===== src/verilog/sdio_host_cfg.svh =====
`ifndef SDIO_HOST_CFG_SVH
`define SDIO_HOST_CFG_SVH

`define SDIO_DATA_W 32
`define SDIO_ADDR_W 5
`define SDIO_DIV_W 8

// Half period of divider+1 cycles
`define SDIO_DIV_RESET 4

`define SDIO_CMD_BITS 48
`define SDIO_RSP_TIMEOUT 64

`endif

===== src/verilog/sdio_host_pkg.sv =====
package sdio_host_pkg;

	// Response kind in the 3-bit CMD_OP field
	typedef enum logic [2:0] {
		RSP_NONE     = 3'd0,
		RSP_48       = 3'd1, // R1 style
		RSP_48_NOCRC = 3'd2  // R3 style without index or CRC
	} rsp_type_e;

	typedef enum logic [2:0] {
		IDLE,
		SYNC,
		SEND,
		WAIT_RSP,
		RECV,
		DONE
	} cmd_state_e;

	typedef enum logic [4:0] {
		REG_CMD_OP  = 5'd0,
		REG_CMD_ARG = 5'd1,
		REG_CLKDIV  = 5'd2,
		REG_START   = 5'd3,
		REG_STATUS  = 5'd4,
		REG_RSP_ARG = 5'd5,
		REG_RSP_IDX = 5'd6
	} reg_addr_e;

	// Bit positions in REG_STATUS
	typedef enum int unsigned {
		STAT_BUSY    = 0,
		STAT_EOT     = 1,
		STAT_TIMEOUT = 2,
		STAT_CRC     = 3,
		STAT_FRAME   = 4
	} rsp_stat_e;

endpackage


===== src/verilog/sdio_host_top.sv =====
`include "sdio_host_cfg.svh"

module sdio_host_top
	import sdio_host_pkg::*;
(
	input  wire                     sys_clk_i,
	input  wire                     reset_i,
	input  wire [`SDIO_DATA_W-1:0]  cfg_data_i,
	input  wire [`SDIO_ADDR_W-1:0]  cfg_addr_i,
	input  wire                     cfg_valid_i,
	input  wire                     cfg_rwn_i,
	output wire [`SDIO_DATA_W-1:0]  cfg_data_o,
	output wire                     cfg_ready_o,
	output wire                     eot_o,
	output wire                     err_o,
	output wire                     sdclk_o,
	output wire                     sdcmd_o,
	input  wire                     sdcmd_i,
	output wire                     sdcmd_oen_o
);

	wire [`SDIO_DIV_W-1:0]  s_div_data;
	wire                    s_div_req;
	wire                    s_div_ack;
	wire                    s_sdclk_rise;
	wire                    s_sdclk_fall;
	wire                    s_cmd_start;
	wire [5:0]              s_cmd_op;
	wire [`SDIO_DATA_W-1:0] s_cmd_arg;
	rsp_type_e              s_cmd_rsp_type;
	wire                    s_cmd_busy;
	wire                    s_cmd_done;
	wire                    s_err_timeout;
	wire                    s_err_crc;
	wire                    s_err_frame;
	wire [`SDIO_DATA_W-1:0] s_rsp_arg;
	wire [5:0]              s_rsp_idx;

	sdio_reg_if u_reg_if (
		.sys_clk_i      (sys_clk_i),
		.reset_i        (reset_i),
		.cfg_data_i     (cfg_data_i),
		.cfg_addr_i     (cfg_addr_i),
		.cfg_valid_i    (cfg_valid_i),
		.cfg_rwn_i      (cfg_rwn_i),
		.cfg_data_o     (cfg_data_o),
		.cfg_ready_o    (cfg_ready_o),
		.div_data_o     (s_div_data),
		.div_req_o      (s_div_req),
		.div_ack_i      (s_div_ack),
		.cmd_start_o    (s_cmd_start),
		.cmd_op_o       (s_cmd_op),
		.cmd_arg_o      (s_cmd_arg),
		.cmd_rsp_type_o (s_cmd_rsp_type),
		.cmd_busy_i     (s_cmd_busy),
		.cmd_done_i     (s_cmd_done),
		.err_timeout_i  (s_err_timeout),
		.err_crc_i      (s_err_crc),
		.err_frame_i    (s_err_frame),
		.rsp_arg_i      (s_rsp_arg),
		.rsp_idx_i      (s_rsp_idx),
		.eot_o          (eot_o),
		.err_o          (err_o)
	);

	sdio_clkgen u_clkgen (
		.sys_clk_i    (sys_clk_i),
		.reset_i      (reset_i),
		.div_data_i   (s_div_data),
		.div_req_i    (s_div_req),
		.div_ack_o    (s_div_ack),
		.sdclk_o      (sdclk_o),
		.sdclk_rise_o (s_sdclk_rise),
		.sdclk_fall_o (s_sdclk_fall)
	);

	sdio_cmd_engine u_cmd_engine (
		.sys_clk_i      (sys_clk_i),
		.reset_i        (reset_i),
		.sdclk_rise_i   (s_sdclk_rise),
		.sdclk_fall_i   (s_sdclk_fall),
		.cmd_start_i    (s_cmd_start),
		.cmd_op_i       (s_cmd_op),
		.cmd_arg_i      (s_cmd_arg),
		.cmd_rsp_type_i (s_cmd_rsp_type),
		.cmd_busy_o     (s_cmd_busy),
		.cmd_done_o     (s_cmd_done),
		.err_timeout_o  (s_err_timeout),
		.err_crc_o      (s_err_crc),
		.err_frame_o    (s_err_frame),
		.rsp_arg_o      (s_rsp_arg),
		.rsp_idx_o      (s_rsp_idx),
		.sdcmd_o        (sdcmd_o),
		.sdcmd_i        (sdcmd_i),
		.sdcmd_oen_o    (sdcmd_oen_o)
	);

endmodule


===== src/verilog/sdio_cmd_engine.sv =====
`include "sdio_host_cfg.svh"

module sdio_cmd_engine
	import sdio_host_pkg::*;
(
	input  wire                     sys_clk_i,
	input  wire                     reset_i,
	input  wire                     sdclk_rise_i,
	input  wire                     sdclk_fall_i,
	input  wire                     cmd_start_i,
	input  wire [5:0]               cmd_op_i,
	input  wire [`SDIO_DATA_W-1:0]  cmd_arg_i,
	input  rsp_type_e               cmd_rsp_type_i,
	output logic                    cmd_busy_o,
	output logic                    cmd_done_o,
	output logic                    err_timeout_o,
	output logic                    err_crc_o,
	output logic                    err_frame_o,
	output logic [`SDIO_DATA_W-1:0] rsp_arg_o,
	output logic [5:0]              rsp_idx_o,
	output logic                    sdcmd_o,
	input  wire                     sdcmd_i,
	output logic                    sdcmd_oen_o
);

	localparam int FRAME_BITS = `SDIO_CMD_BITS;
	localparam int CRC_START = FRAME_BITS - 8; // Bits covered by the CRC
	localparam int TO_W = $clog2(`SDIO_RSP_TIMEOUT);

	cmd_state_e             state_q;
	logic [5:0]             bit_cnt_q;
	logic [TO_W-1:0]        to_cnt_q;
	logic                   tout_q;
	logic [FRAME_BITS-1:0]  rx_sr_q;
	logic [CRC_START-1:0]   tx_frame;
	logic                   tx_bit;
	logic                   start_acc;
	logic                   sending;
	logic                   rx_shift;
	logic                   rsp_chk;
	logic                   crc_bad;
	logic                   frame_bad;
	logic [6:0]             crc_tx;
	logic [6:0]             crc_rx;

	assign start_acc = (state_q == IDLE) && cmd_start_i;
	assign sending = (state_q == SYNC) || (state_q == SEND);
	assign tx_frame = {1'b0, 1'b1, cmd_op_i, cmd_arg_i};

	// Frame bit, then CRC, then end bit
	always_comb begin
		if (bit_cnt_q < CRC_START)
			tx_bit = tx_frame[CRC_START - 1 - bit_cnt_q];
		else if (bit_cnt_q < FRAME_BITS - 1)
			tx_bit = crc_tx[FRAME_BITS - 2 - bit_cnt_q];
		else
			tx_bit = 1'b1;
	end

	assign rx_shift = sdclk_rise_i &&
		(((state_q == WAIT_RSP) && !sdcmd_i) || (state_q == RECV));

	assign rsp_chk = (cmd_rsp_type_i != RSP_NONE) && !tout_q;
	assign crc_bad = rsp_chk && (cmd_rsp_type_i == RSP_48) && (rx_sr_q[7:1] != crc_rx);
	assign frame_bad = rsp_chk && (!rx_sr_q[0] ||
		((cmd_rsp_type_i == RSP_48) && (rx_sr_q[45:40] != cmd_op_i)));

	sdio_crc7 u_crc_tx (
		.sys_clk_i (sys_clk_i),
		.reset_i   (reset_i),
		.clear_i   (start_acc),
		.bit_en_i  (sdclk_fall_i && sending && (bit_cnt_q < CRC_START)),
		.bit_i     (tx_bit),
		.crc_o     (crc_tx)
	);

	sdio_crc7 u_crc_rx (
		.sys_clk_i (sys_clk_i),
		.reset_i   (reset_i),
		.clear_i   (start_acc),
		.bit_en_i  (rx_shift && (bit_cnt_q < CRC_START)),
		.bit_i     (sdcmd_i),
		.crc_o     (crc_rx)
	);

	always_ff @(posedge sys_clk_i) begin
		if (reset_i) begin
			state_q <= IDLE;
			bit_cnt_q <= '0;
			to_cnt_q <= '0;
			tout_q <= 1'b0;
			cmd_done_o <= 1'b0;
			err_timeout_o <= 1'b0;
			err_crc_o <= 1'b0;
			err_frame_o <= 1'b0;
			sdcmd_o <= 1'b1;
			sdcmd_oen_o <= 1'b1;
		end else begin
			cmd_done_o <= 1'b0;
			case (state_q)
				IDLE: begin
					if (cmd_start_i) begin
						bit_cnt_q <= '0;
						to_cnt_q <= '0;
						tout_q <= 1'b0;
						state_q <= SYNC;
					end
				end
				SYNC, SEND: begin
					if (sdclk_fall_i) begin
						if (bit_cnt_q == FRAME_BITS) begin
							sdcmd_o <= 1'b1; // Release after the end bit
							sdcmd_oen_o <= 1'b1;
							bit_cnt_q <= '0;
							if (cmd_rsp_type_i == RSP_NONE)
								state_q <= DONE;
							else
								state_q <= WAIT_RSP;
						end else begin
							sdcmd_o <= tx_bit;
							sdcmd_oen_o <= 1'b0;
							bit_cnt_q <= bit_cnt_q + 6'd1;
							state_q <= SEND;
						end
					end
				end
				WAIT_RSP: begin
					if (sdclk_rise_i) begin
						if (!sdcmd_i) begin
							bit_cnt_q <= 6'd1; // Start bit counts as the first
							state_q <= RECV;
						end else if (to_cnt_q == TO_W'(`SDIO_RSP_TIMEOUT - 1)) begin
							tout_q <= 1'b1;
							state_q <= DONE;
						end else begin
							to_cnt_q <= to_cnt_q + 1'b1;
						end
					end
				end
				RECV: begin
					if (sdclk_rise_i) begin
						bit_cnt_q <= bit_cnt_q + 6'd1;
						if (bit_cnt_q == FRAME_BITS - 1)
							state_q <= DONE;
					end
				end
				DONE: begin
					cmd_done_o <= 1'b1;
					err_timeout_o <= tout_q;
					err_crc_o <= crc_bad;
					err_frame_o <= frame_bad;
					state_q <= IDLE;
				end
				default: state_q <= IDLE;
			endcase
		end
	end

	always_ff @(posedge sys_clk_i) begin
		if (start_acc)
			rx_sr_q <= '0;
		else if (rx_shift)
			rx_sr_q <= {rx_sr_q[FRAME_BITS-2:0], sdcmd_i};
		if (state_q == DONE) begin
			rsp_arg_o <= rx_sr_q[39:8];
			rsp_idx_o <= rx_sr_q[45:40];
		end
	end

	assign cmd_busy_o = (state_q != IDLE);

endmodule


===== src/verilog/sdio_reg_if.sv =====
`include "sdio_host_cfg.svh"

module sdio_reg_if
	import sdio_host_pkg::*;
(
	input  wire                     sys_clk_i,
	input  wire                     reset_i,
	input  wire [`SDIO_DATA_W-1:0]  cfg_data_i,
	input  wire [`SDIO_ADDR_W-1:0]  cfg_addr_i,
	input  wire                     cfg_valid_i,
	input  wire                     cfg_rwn_i,
	output logic [`SDIO_DATA_W-1:0] cfg_data_o,
	output logic                    cfg_ready_o,
	output logic [`SDIO_DIV_W-1:0]  div_data_o,
	output logic                    div_req_o,
	input  wire                     div_ack_i,
	output logic                    cmd_start_o,
	output logic [5:0]              cmd_op_o,
	output logic [`SDIO_DATA_W-1:0] cmd_arg_o,
	output rsp_type_e               cmd_rsp_type_o,
	input  wire                     cmd_busy_i,
	input  wire                     cmd_done_i,
	input  wire                     err_timeout_i,
	input  wire                     err_crc_i,
	input  wire                     err_frame_i,
	input  wire [`SDIO_DATA_W-1:0]  rsp_arg_i,
	input  wire [5:0]               rsp_idx_i,
	output logic                    eot_o,
	output logic                    err_o
);

	logic                          acc;
	logic                          wr;
	logic                          busy;
	logic                          clkdiv_wr;
	logic                          rd_status;
	logic [`SDIO_DATA_W-1:0]       status_w;
	logic [`SDIO_DATA_W-1:0]       rdata_w;
	logic [STAT_FRAME:STAT_EOT]    sticky_q;
	logic [STAT_FRAME:STAT_EOT]    sticky_set;

	// A CLKDIV write stalls until the previous reload has fully completed
	assign clkdiv_wr = cfg_valid_i & ~cfg_rwn_i & (cfg_addr_i == REG_CLKDIV);
	assign acc = cfg_valid_i & ~cfg_ready_o & ~(clkdiv_wr & (div_req_o | div_ack_i));
	assign wr = acc & ~cfg_rwn_i;
	assign rd_status = acc & cfg_rwn_i & (cfg_addr_i == REG_STATUS);
	assign busy = cmd_busy_i | cmd_start_o; // Covers the cycle before the engine reacts

	assign sticky_set = {err_frame_i, err_crc_i, err_timeout_i, 1'b1} & {4{cmd_done_i}};

	assign eot_o = cmd_done_i;
	assign err_o = cmd_done_i & (err_timeout_i | err_crc_i | err_frame_i);

	always_comb begin
		status_w = '0;
		status_w[STAT_BUSY] = busy;
		status_w[STAT_FRAME:STAT_EOT] = sticky_q;
	end

	always_comb begin
		rdata_w = '0;
		case (reg_addr_e'(cfg_addr_i))
			REG_CMD_OP: begin
				rdata_w[5:0] = cmd_op_o;
				rdata_w[10:8] = cmd_rsp_type_o;
			end
			REG_CMD_ARG: rdata_w = cmd_arg_o;
			REG_CLKDIV:  rdata_w[`SDIO_DIV_W-1:0] = div_data_o;
			REG_STATUS:  rdata_w = status_w;
			REG_RSP_ARG: rdata_w = rsp_arg_i;
			REG_RSP_IDX: rdata_w[5:0] = rsp_idx_i;
			default:     rdata_w = '0;
		endcase
	end

	always_ff @(posedge sys_clk_i) begin
		if (reset_i) begin
			cfg_ready_o <= 1'b0;
			cmd_start_o <= 1'b0;
			div_req_o <= 1'b0;
			div_data_o <= `SDIO_DIV_W'(`SDIO_DIV_RESET);
			cmd_op_o <= '0;
			cmd_arg_o <= '0;
			cmd_rsp_type_o <= RSP_NONE;
			sticky_q <= '0;
		end else begin
			cfg_ready_o <= acc;
			cmd_start_o <= wr && (cfg_addr_i == REG_START) && !busy;
			if (div_req_o && div_ack_i)
				div_req_o <= 1'b0;
			if (wr) begin
				case (reg_addr_e'(cfg_addr_i))
					REG_CMD_OP: begin
						if (!busy) begin
							cmd_op_o <= cfg_data_i[5:0];
							cmd_rsp_type_o <= rsp_type_e'(cfg_data_i[10:8]);
						end
					end
					REG_CMD_ARG: begin
						if (!busy)
							cmd_arg_o <= cfg_data_i;
					end
					REG_CLKDIV: begin
						div_data_o <= cfg_data_i[`SDIO_DIV_W-1:0];
						div_req_o <= 1'b1;
					end
					default: ;
				endcase
			end
			// New events win over the clear of a status read
			sticky_q <= (sticky_q & ~{4{rd_status}}) | sticky_set;
		end
	end

	always_ff @(posedge sys_clk_i) begin
		if (acc && cfg_rwn_i)
			cfg_data_o <= rdata_w;
	end

endmodule


===== src/verilog/sdio_clkgen.sv =====
`include "sdio_host_cfg.svh"

module sdio_clkgen (
	input  wire                    sys_clk_i,
	input  wire                    reset_i,
	input  wire [`SDIO_DIV_W-1:0]  div_data_i,
	input  wire                    div_req_i,
	output logic                   div_ack_o,
	output logic                   sdclk_o,
	output logic                   sdclk_rise_o,
	output logic                   sdclk_fall_o
);

	logic [`SDIO_DIV_W-1:0] cnt_q;
	logic [`SDIO_DIV_W-1:0] div_q; // Active divider
	logic                   boundary;

	assign boundary = (cnt_q == div_q);

	always_ff @(posedge sys_clk_i) begin
		if (reset_i) begin
			cnt_q <= '0;
			div_q <= `SDIO_DIV_W'(`SDIO_DIV_RESET);
			sdclk_o <= 1'b0;
			sdclk_rise_o <= 1'b0;
			sdclk_fall_o <= 1'b0;
			div_ack_o <= 1'b0;
		end else begin
			sdclk_rise_o <= boundary & ~sdclk_o;
			sdclk_fall_o <= boundary & sdclk_o;
			if (boundary) begin
				cnt_q <= '0;
				sdclk_o <= ~sdclk_o;
				// Reload only here so no half period is cut short
				if (div_req_i && !div_ack_o) begin
					div_q <= div_data_i;
					div_ack_o <= 1'b1;
				end
			end else begin
				cnt_q <= cnt_q + 1'b1;
			end
			if (div_ack_o && !div_req_i)
				div_ack_o <= 1'b0; // Last phase of the handshake
		end
	end

endmodule


===== src/verilog/sdio_crc7.sv =====
module sdio_crc7 (
	input  wire        sys_clk_i,
	input  wire        reset_i,
	input  wire        clear_i,
	input  wire        bit_en_i,
	input  wire        bit_i,
	output logic [6:0] crc_o
);

	logic fb;

	assign fb = bit_i ^ crc_o[6];

	// x^7 + x^3 + 1 taken MSB first
	always_ff @(posedge sys_clk_i) begin
		if (reset_i || clear_i) begin
			crc_o <= '0;
		end else if (bit_en_i) begin
			crc_o <= {crc_o[5:0], 1'b0} ^ {3'b000, fb, 2'b00, fb};
		end
	end

endmodule


===== config.mk =====
export PLATFORM = sky130hd
export DESIGN_NAME = sdio_host_top
export DESIGN_NICKNAME = d
export VERILOG_FILES = /design/src/verilog/sdio_host_pkg.sv /design/src/verilog/sdio_host_top.sv /design/src/verilog/sdio_cmd_engine.sv /design/src/verilog/sdio_reg_if.sv /design/src/verilog/sdio_clkgen.sv /design/src/verilog/sdio_crc7.sv
export VERILOG_INCLUDE_DIRS = /design/src /design/src/verilog
export SDC_FILE = /design/constraint.sdc
export NUM_CORES = 1
export LEC_CHECK = 0
export BUFFER_PORTS_ARGS = -buffer_cell sky130_fd_sc_hd__buf_2
export CORE_UTILIZATION = 39
export CTS_CLUSTER_DIAMETER = 60
export DETAILED_ROUTE_END_ITERATION = 8
export PLACE_DENSITY = 0.65
export REMOVE_ABC_BUFFERS = 1
export SLEW_MARGIN = 20
export SYNTH_ARGS = -nofsm -noshare
export SYNTH_HDL_FRONTEND = slang
export SYNTH_SLANG_ARGS = --single-unit

===== constraint.sdc =====
create_clock -name sys_clk_i -period 4.3 [get_ports sys_clk_i]
set_input_delay 0.43 -clock sys_clk_i [delete_from_list [all_inputs] [get_ports sys_clk_i]]
set_output_delay 0.43 -clock sys_clk_i [all_outputs]
set_load 0.02 [all_outputs]

==> metrics.csv, run 1 <==
metric,value,unit
yosys.cell_types.count,61,
place_hpwl,14000,µm
swShare,20.8,%
cts_tree,done,
final_nets,1041,
grt_pass1_wl,35100,µm
die_h,159,µm
grt.total_usage,17.1,%
final.setup_skew,0.00686,ns
start_util,39.6,%
rsz0062_at_grt,false,
yosysTopAreaCell,dfxtp_1,
cts-hold-fix-buffers,0,
leakage,4.46,nW
via_per_inst,5.13,
min_from,cfg_data_i[13],
required,4.71,ns
setup_viol_count_final,0,
cts-resized-gates,0,
vias,6863,
synth.most_common_cell,dfxtp_1,
drt_pre_antenna_iters,5,
synthFlopType,dfxtp_1,
antenna_left,0,
ff2ff_setup_slack,1.49,ns
worstSetupEndpointType,register,
die_width,159,µm
syn_avg_cell_area,10.3,µm²
synth_common_cells,"158 x dfxtp_1, 138 x nand2_1, 125 x nor2_1, 96 x mux2i_1, 72 x a21oi_1",
path_class,register to register,
cts.htree.levels,1,
whs_path_depth,3,
clockBufferDepth,3,
r2r_start,u_cmd_engine.bit_cnt_q[0],
place.gp.congestion,0.820,
switching_power,0.000985,W
synthCells,935,
critPathLaunchType,register,
ys_ff_latch,228,
synth_warnings,0,
slew_violations,0,
power_density,425,nW/µm²
fin_crit_sh,65.4,%
status,finished clean,
io_pins,80,
synth_area,9600,µm²
synth_area_leaders,"dfxtp_1 33%, edfxtp_1 22%, mux2i_1 10%",
ys_async_sr_fraction,0,%
routed_wl,21400,µm
ys_seq_area_share,54.8,%
first_iter_violations,551,
cp_max_fo,18,
grt_overflow,0,
setup_tns,0,ns
clockRootBuffer,clkbuf_16,
slew_headroom,30.5,%
min_delay_worst_endpoint,u_reg_if.cmd_arg_o[13],
fmax,356,MHz
hp-class,primary input to register,
cts_sinks,228,
finalCriticalPeriod,2.81,ns
grt_max_degree,84,
worstMarginPinSlew,1.04,ns
wl_per_cell,16.0,µm
portBuffers,79,
ir_worst_vdd,0.000250,V
hold_viol,0,
areaGrowthSynthToFinish,16.4,%
p_seq_share,47.1,%
drive_gt1_share,15.5,%
max_cap_violations,0,
clkLatencyLatePin,0.52,ns
num_rows,57,
p_comb_share,3.0,%
arrival,3.23,ns
clk_pin_slew,0.06,ns
cts_setup_buffers,0,
pwr-share-clk,49.8,%
yosysTopAreaCellShare,32.9,%
intPower,0.00376,W
fp.coreArea,24200,µm²
first_global_vias,6658,
synth_edf_count,70,
route.detailed.drc,0,
rr_endpoint,u_cmd_engine.sdcmd_o,
die_area,25200,µm²
reg2reg_depth,9,
antenna_found_initial,1,
holdWs,0.143,ns
numCtsBuffers,25,
==> worst max-delay path by stage <==
stage / start / endpoint / slack, ns
detailed placement: cfg_addr_i[0] / u_reg_if.cmd_arg_o[17] / 1.49
floorplan: cfg_addr_i[0] / u_reg_if.cmd_arg_o[0] / 1.60
global route: u_cmd_engine.bit_cnt_q[0] / u_cmd_engine.sdcmd_o / 1.29
CTS: u_cmd_engine.bit_cnt_q[0] / u_cmd_engine.sdcmd_o / 1.48
finish: u_cmd_engine.bit_cnt_q[0] / u_cmd_engine.sdcmd_o / 1.49
global placement: u_cmd_engine.bit_cnt_q[0] / u_cmd_engine.sdcmd_o / 1.55
==> power by group through the flow <==
stage               clock network (W)  registers, W  logic [W]
floorplan                           0       0.00230  0.0000507
global placement                    0       0.00228   0.000144
detailed placement                  0       0.00228   0.000145
CTS                           0.00240       0.00224   0.000145
global route                  0.00247       0.00224   0.000157
finish                        0.00236       0.00224   0.000144
==> layout make-up <==
| cell class | instances | area [µm²] |
|---|---|---|
| Tap cell | 324 | 405 |
| Clock inverter | 10 | 136 |
| Timing Repair Buffer | 88 | 488 |
| Clock buffer | 36 | 803 |
| Sequential cell | 228 | 5270 |
| Multi-Input combinational cell | 640 | 4040 |
| Inverter | 10 | 37.5 |
| Antenna cell | 1 | 2.50 |
| Fill cell | 2272 | 13100 |
==> logic make-up (layout without fill, tap and decap cells) <==
group / after synthesis / after routing / synth area share (%)
buffers and inverters: 67 / 144 / 3.30
other: 0 / 1 / 0
and+or+nand+nor: 355 / 355 / 16.2
DFF: 228 / 228 / 54.8
AOI/OAI and AO/OA: 126 / 126 / 7.81
adders and majority gates: 6 / 6 / 0.782
xor gates and xnor gates: 41 / 41 / 3.74
muxes: 112 / 112 / 13.3
==> registers in the layout, summed over array words and instances, names as in the netlist, 7 cells and up <==
name and flops:
u_clkgen.cnt_q 8, u_clkgen.div_q 8, u_cmd_engine.rsp_arg_o 32, u_cmd_engine.rx_sr_q 46, u_cmd_engine.u_crc_rx.crc_o 7, u_cmd_engine.u_crc_tx.crc_o 7, u_reg_if.cfg_data_o 32, u_reg_if.cmd_arg_o 32
u_reg_if.div_data_o 8
==> worst max-delay path: stages, from the launching register on <==
cell and delay (ns):
dfxtp_1 0.92, inv_2 0.16, ha_1 0.43, mux2i_1 0.23, o21ai_0 0.11, mux2i_1 0.18
o21ai_1 0.09, o2bb2ai_2 0.25, nor2_1 0.06, a211o_1 0.26
==> cells in the final DEF (no fill, tap or decap), drive strengths merged, types with 2 or more instances in the layout <==
master	netlist	final
nor4	10	10
ha	6	6
o221ai	2	2
buf	23	88
nor3	11	11
mux4	11	11
inv	10	13
nor2b	6	6
o22ai	2	2
o21ai	22	22
mux2	5	5
xor2	29	29
nand2b	10	10
clkbuf	34	36
or2	3	3
a2111oi	3	3
dfxtp	158	158
bufinv	0	3
or3	3	3
clkinv	0	3
a211o	6	6
nand3	28	28
nand4	6	6
xnor2	12	12
nand3b	2	2
nor3b	3	3
a31oi	2	2
and3	6	6
mux2i	96	96
nor2	127	127
nand2	138	138
a21oi	73	73
a22oi	5	5
edfxtp	70	70
==> per-layer routing <==
layer	track usage [%]	up-vias	share of wire, %
li1	-	3383	-
met1	23.5	3273	46
met2	27.4	169	45
met3	2.48	38	4.9
met4	6.16	0	3.2
met5	0	-	0
==> metrics by stage <==
| step | cell area, µm² | instances | total power (W) | worst slack [ns] | utilization (%) |
|---|---|---|---|---|---|
| floorplan | 9320 | 878 | 0.00235 | 1.60 | - |
| global placement | 10200 | 1290 | 0.00243 | 1.55 | 42.2 |
| detailed placement | 10200 | 1290 | 0.00243 | 1.49 | 42.2 |
| CTS | 11200 | 1336 | 0.00479 | 1.48 | 46.1 |
| global route | 11200 | 1336 | 0.00487 | 1.29 | 46.1 |
| finish | 11200 | 1337 | 0.00475 | 1.49 | 46.1 |
Power figures use the tool's default switching activity.
==> inputs of run 2 (changes only) <==
--- a/config.mk
+++ b/config.mk
@@ -10,7 +10,7 @@
 export CORE_UTILIZATION = 39
 export CTS_CLUSTER_DIAMETER = 60
 export DETAILED_ROUTE_END_ITERATION = 8
-export PLACE_DENSITY = 0.65
+export PLACE_DENSITY = 0.67
 export REMOVE_ABC_BUFFERS = 1
 export SLEW_MARGIN = 20
 export SYNTH_ARGS = -nofsm -noshare
==> constraint.sdc (replaced) <==
create_clock -name sys_clk_i -period 2.4 [get_ports sys_clk_i]
set_input_delay 0.24 -clock sys_clk_i [delete_from_list [all_inputs] [get_ports sys_clk_i]]
set_output_delay 0.24 -clock sys_clk_i [all_outputs]
set_load 0.02 [all_outputs]
==> run 2 against run 1 <==
Compared with the run above: clock skew up 0.00077 ns; via count up 2.4%; wire length up 4.2%; clock power up 56%; sequential cell count unchanged; hold slack worse by 0.13 ns; register-to-register slack worse by 1.3 ns; utilization up 0.98 points; sequential power up 79%; combinational power up 110%.
==> metrics.csv, run 2 (synthesis gave the netlist of run 1 again) <==
metric,value,unit,change
numCtsBuffers,24,,-4.0%
ir_worst_vdd,0.000593,V,+140%
n_antenna_cell,0,,-1
layout_commonest_cell,dfxtp_1,,
fin_ws,0.189,ns,-1.30 ns
grt_pass1_wl,35600,µm,+1.4%
place_hpwl,15300,µm,+8.9%
fill_cells,2252,,-0.88%
setup_viol_count_final,0,,unchanged
hold_viol,0,,unchanged
seqCellArea,5270,µm²,unchanged
drive_gt1_share,16.8,%,+1.2 points
io_pins,80,,unchanged
swShare,21.4,%,+0.61 points
clk_pin_slew,0.06,ns,about the same
largest_register_ffs,46,,unchanged
routed_wl,22300,µm,+4.2%
required,2.80,ns,-1.91 ns
fp.coreArea,24200,µm²,unchanged
max_cap_violations,0,,unchanged
clockRootBuffer,clkbuf_16,,
fmax,452,MHz,+27%
die_area,25200,µm²,unchanged
multi_input_area,4040,µm²,unchanged
grt_max_degree,48,,-43%
die_h,159,µm,unchanged
slew_headroom,63.7,%,+33 points
drt_pre_antenna_iters,5,,unchanged
intPower,0.00629,W,+67%
status,finished clean,,
slew_violations,0,,unchanged
areaGrowthSynthToFinish,18.9,%,
path_cells,inv_2 > ha_1 > mux4_2 > o21ai_0 > o21ai_1 > o2bb2ai_2 > nor2_1 > a211o_1,,
slowest_delay,0.49,ns,-0.43 ns
regMostFlops,u_cmd_engine.rx_sr_q,,
slowest_stage,dfxtp_1,,
leakage,4.58,nW,+2.7%
worstSetupEndpointType,register,,
worstMarginPinSlew,0.544,ns,-0.498 ns
switching_power,0.00171,W,+73%
finalCriticalPeriod,2.21,ns,-0.600 ns
power.total,0.00800,W,+69%
ff2ff_setup_slack,0.19,ns,-1.30 ns
die_width,159,µm,unchanged
first_iter_violations,426,,-23%
grt.total_usage,17.5,%,+0.37 points
cts_sinks,228,,unchanged
p_comb_share,3.7,%,+0.7 points
cp_max_fo,6,,-12
num_rows,57,,unchanged
wl_per_cell,16.2,µm,+0.98%
hp-class,primary input to register,,
fin_crit_sh,92.1,%,+27 points
pwr-share-clk,46.1,%,-3.7 points
rsz0062_at_grt,false,,
final_nets,1086,,+4.3%
grt_overflow,0,,unchanged
dp_slack,0.206,ns,-1.28 ns
antenna_found_initial,0,,-1
start_util,39.6,%,unchanged
vias,7026,,+2.4%
critPathLaunchType,register,,
portBuffers,79,,unchanged
p_seq_share,50.1,%,+3.0 points
clockBufferDepth,3,,unchanged
power_density,701,nW/µm²,+65%
path_class,register to register,,
via_per_inst,5.09,,-0.81%
route.detailed.drc,0,,unchanged
clkLatencyLatePin,0.51,ns,about the same
antenna_left,0,,unchanged
arrival,2.61,ns,-0.62 ns
cts.htree.levels,1,,unchanged
first_global_vias,6759,,+1.5%
place.gp.congestion,0.876,,+6.9%
final_cell_mix,"158 x dfxtp_1, 138 x nand2_1, 124 x nor2_1",,
cts_tree,done,,
final.setup_skew,0.00763,ns,+0.000769 ns
run 2: cell count changes in the layout (fill, tap and decap cells not counted), moves of 2 or more:
| cell | change |
|---|---|
| buf_4 | +25 |
| clkbuf_16 | -5 |
| clkinv_2 | +3 |
| clkinvlp_4 | +3 |
| dlygate4sd3_1 | +22 |
| inv_6 | -2 |
run 2: worst max-delay path: cells and delay by family, from the launching register on:
kind / cells / cell delay, ns
flops: 1 / 0.49
mux: 1 / 0.33
compound gates: 4 / 0.73
simple gates: 1 / 0.07
fa+ha+maj: 1 / 0.37
buf+inv: 1 / 0.11
run 2: layout make-up:
type | instances | share of cell area (%)
sequential | 228 | 46.1
multi-input combinational | 640 | 35.4
timing repair buffer | 134 | 7.67
clock buffer | 31 | 5.85
tap | 324 | 3.55
clock inverter | 13 | 1.09
inverter | 10 | 0.329
run 2: worst paths after layout:
| check | cells past startpoint | from | to |
|---|---|---|---|
| worst max register to register | 8 | u_cmd_engine.bit_cnt_q[0] | u_cmd_engine.sdcmd_o |
| worst min-delay path | 3 | cfg_data_i[24] | u_reg_if.cmd_arg_o[24] |
| worst max-delay path | 8 | u_cmd_engine.bit_cnt_q[0] | u_cmd_engine.sdcmd_o |
| worst min register to register | 0 | u_cmd_engine.rx_sr_q[33] | u_cmd_engine.rsp_arg_o[25] |
run 2: metrics by stage:
| step | setup TNS (ns) | hold WS [ns] | cell area [µm²] | utilization (%) | std cells |
|---|---|---|---|---|---|
| after floorplan | -17.58 | 0.309 | 9320 | - | 878 |
| after global placement | 0 | 0.437 | 10400 | 42.9 | 1314 |
| after detailed placement | 0 | 0.442 | 10400 | 42.9 | 1314 |
| final | 0 | 0.0155 | 11400 | 47.1 | 1380 |
| after CTS | 0 | 0.00118 | 11400 | 47.1 | 1380 |
| after global routing | 0 | 0.0303 | 11400 | 47.1 | 1380 |
run 2: what timing repair did:
| item | in CTS | in global routing |
|---|---|---|
| hold buffers | 22 | 0 |
| hold endpoints to repair | 24 | 0 |
| resized for setup | 0 | 0 |
| setup buffers | 0 | 0 |
run 2: power groups by stage:
stage / Clock, W / Sequential, W / Combinational [W]
5_1_grt: 0.00389 / 0.00401 / 0.000324
4_1_cts: 0.00375 / 0.00401 / 0.000301
2_1_floorplan: 0 / 0.00411 / 0.0000908
6_report: 0.00369 / 0.00401 / 0.000300
3_3_place_gp: 0 / 0.00409 / 0.000270
3_5_place_dp: 0 / 0.00409 / 0.000273
run 2: per-layer routing:
metal	wire length (µm)	vias up	GRT usage (%)	part of all wire [%]
li1	-	3464	-	-
met1	10500	3372	23.7	47
met2	10500	157	29.4	47
met3	884	33	2.40	4.0
met4	441	0	4.20	2.0
met5	0	-	0	0
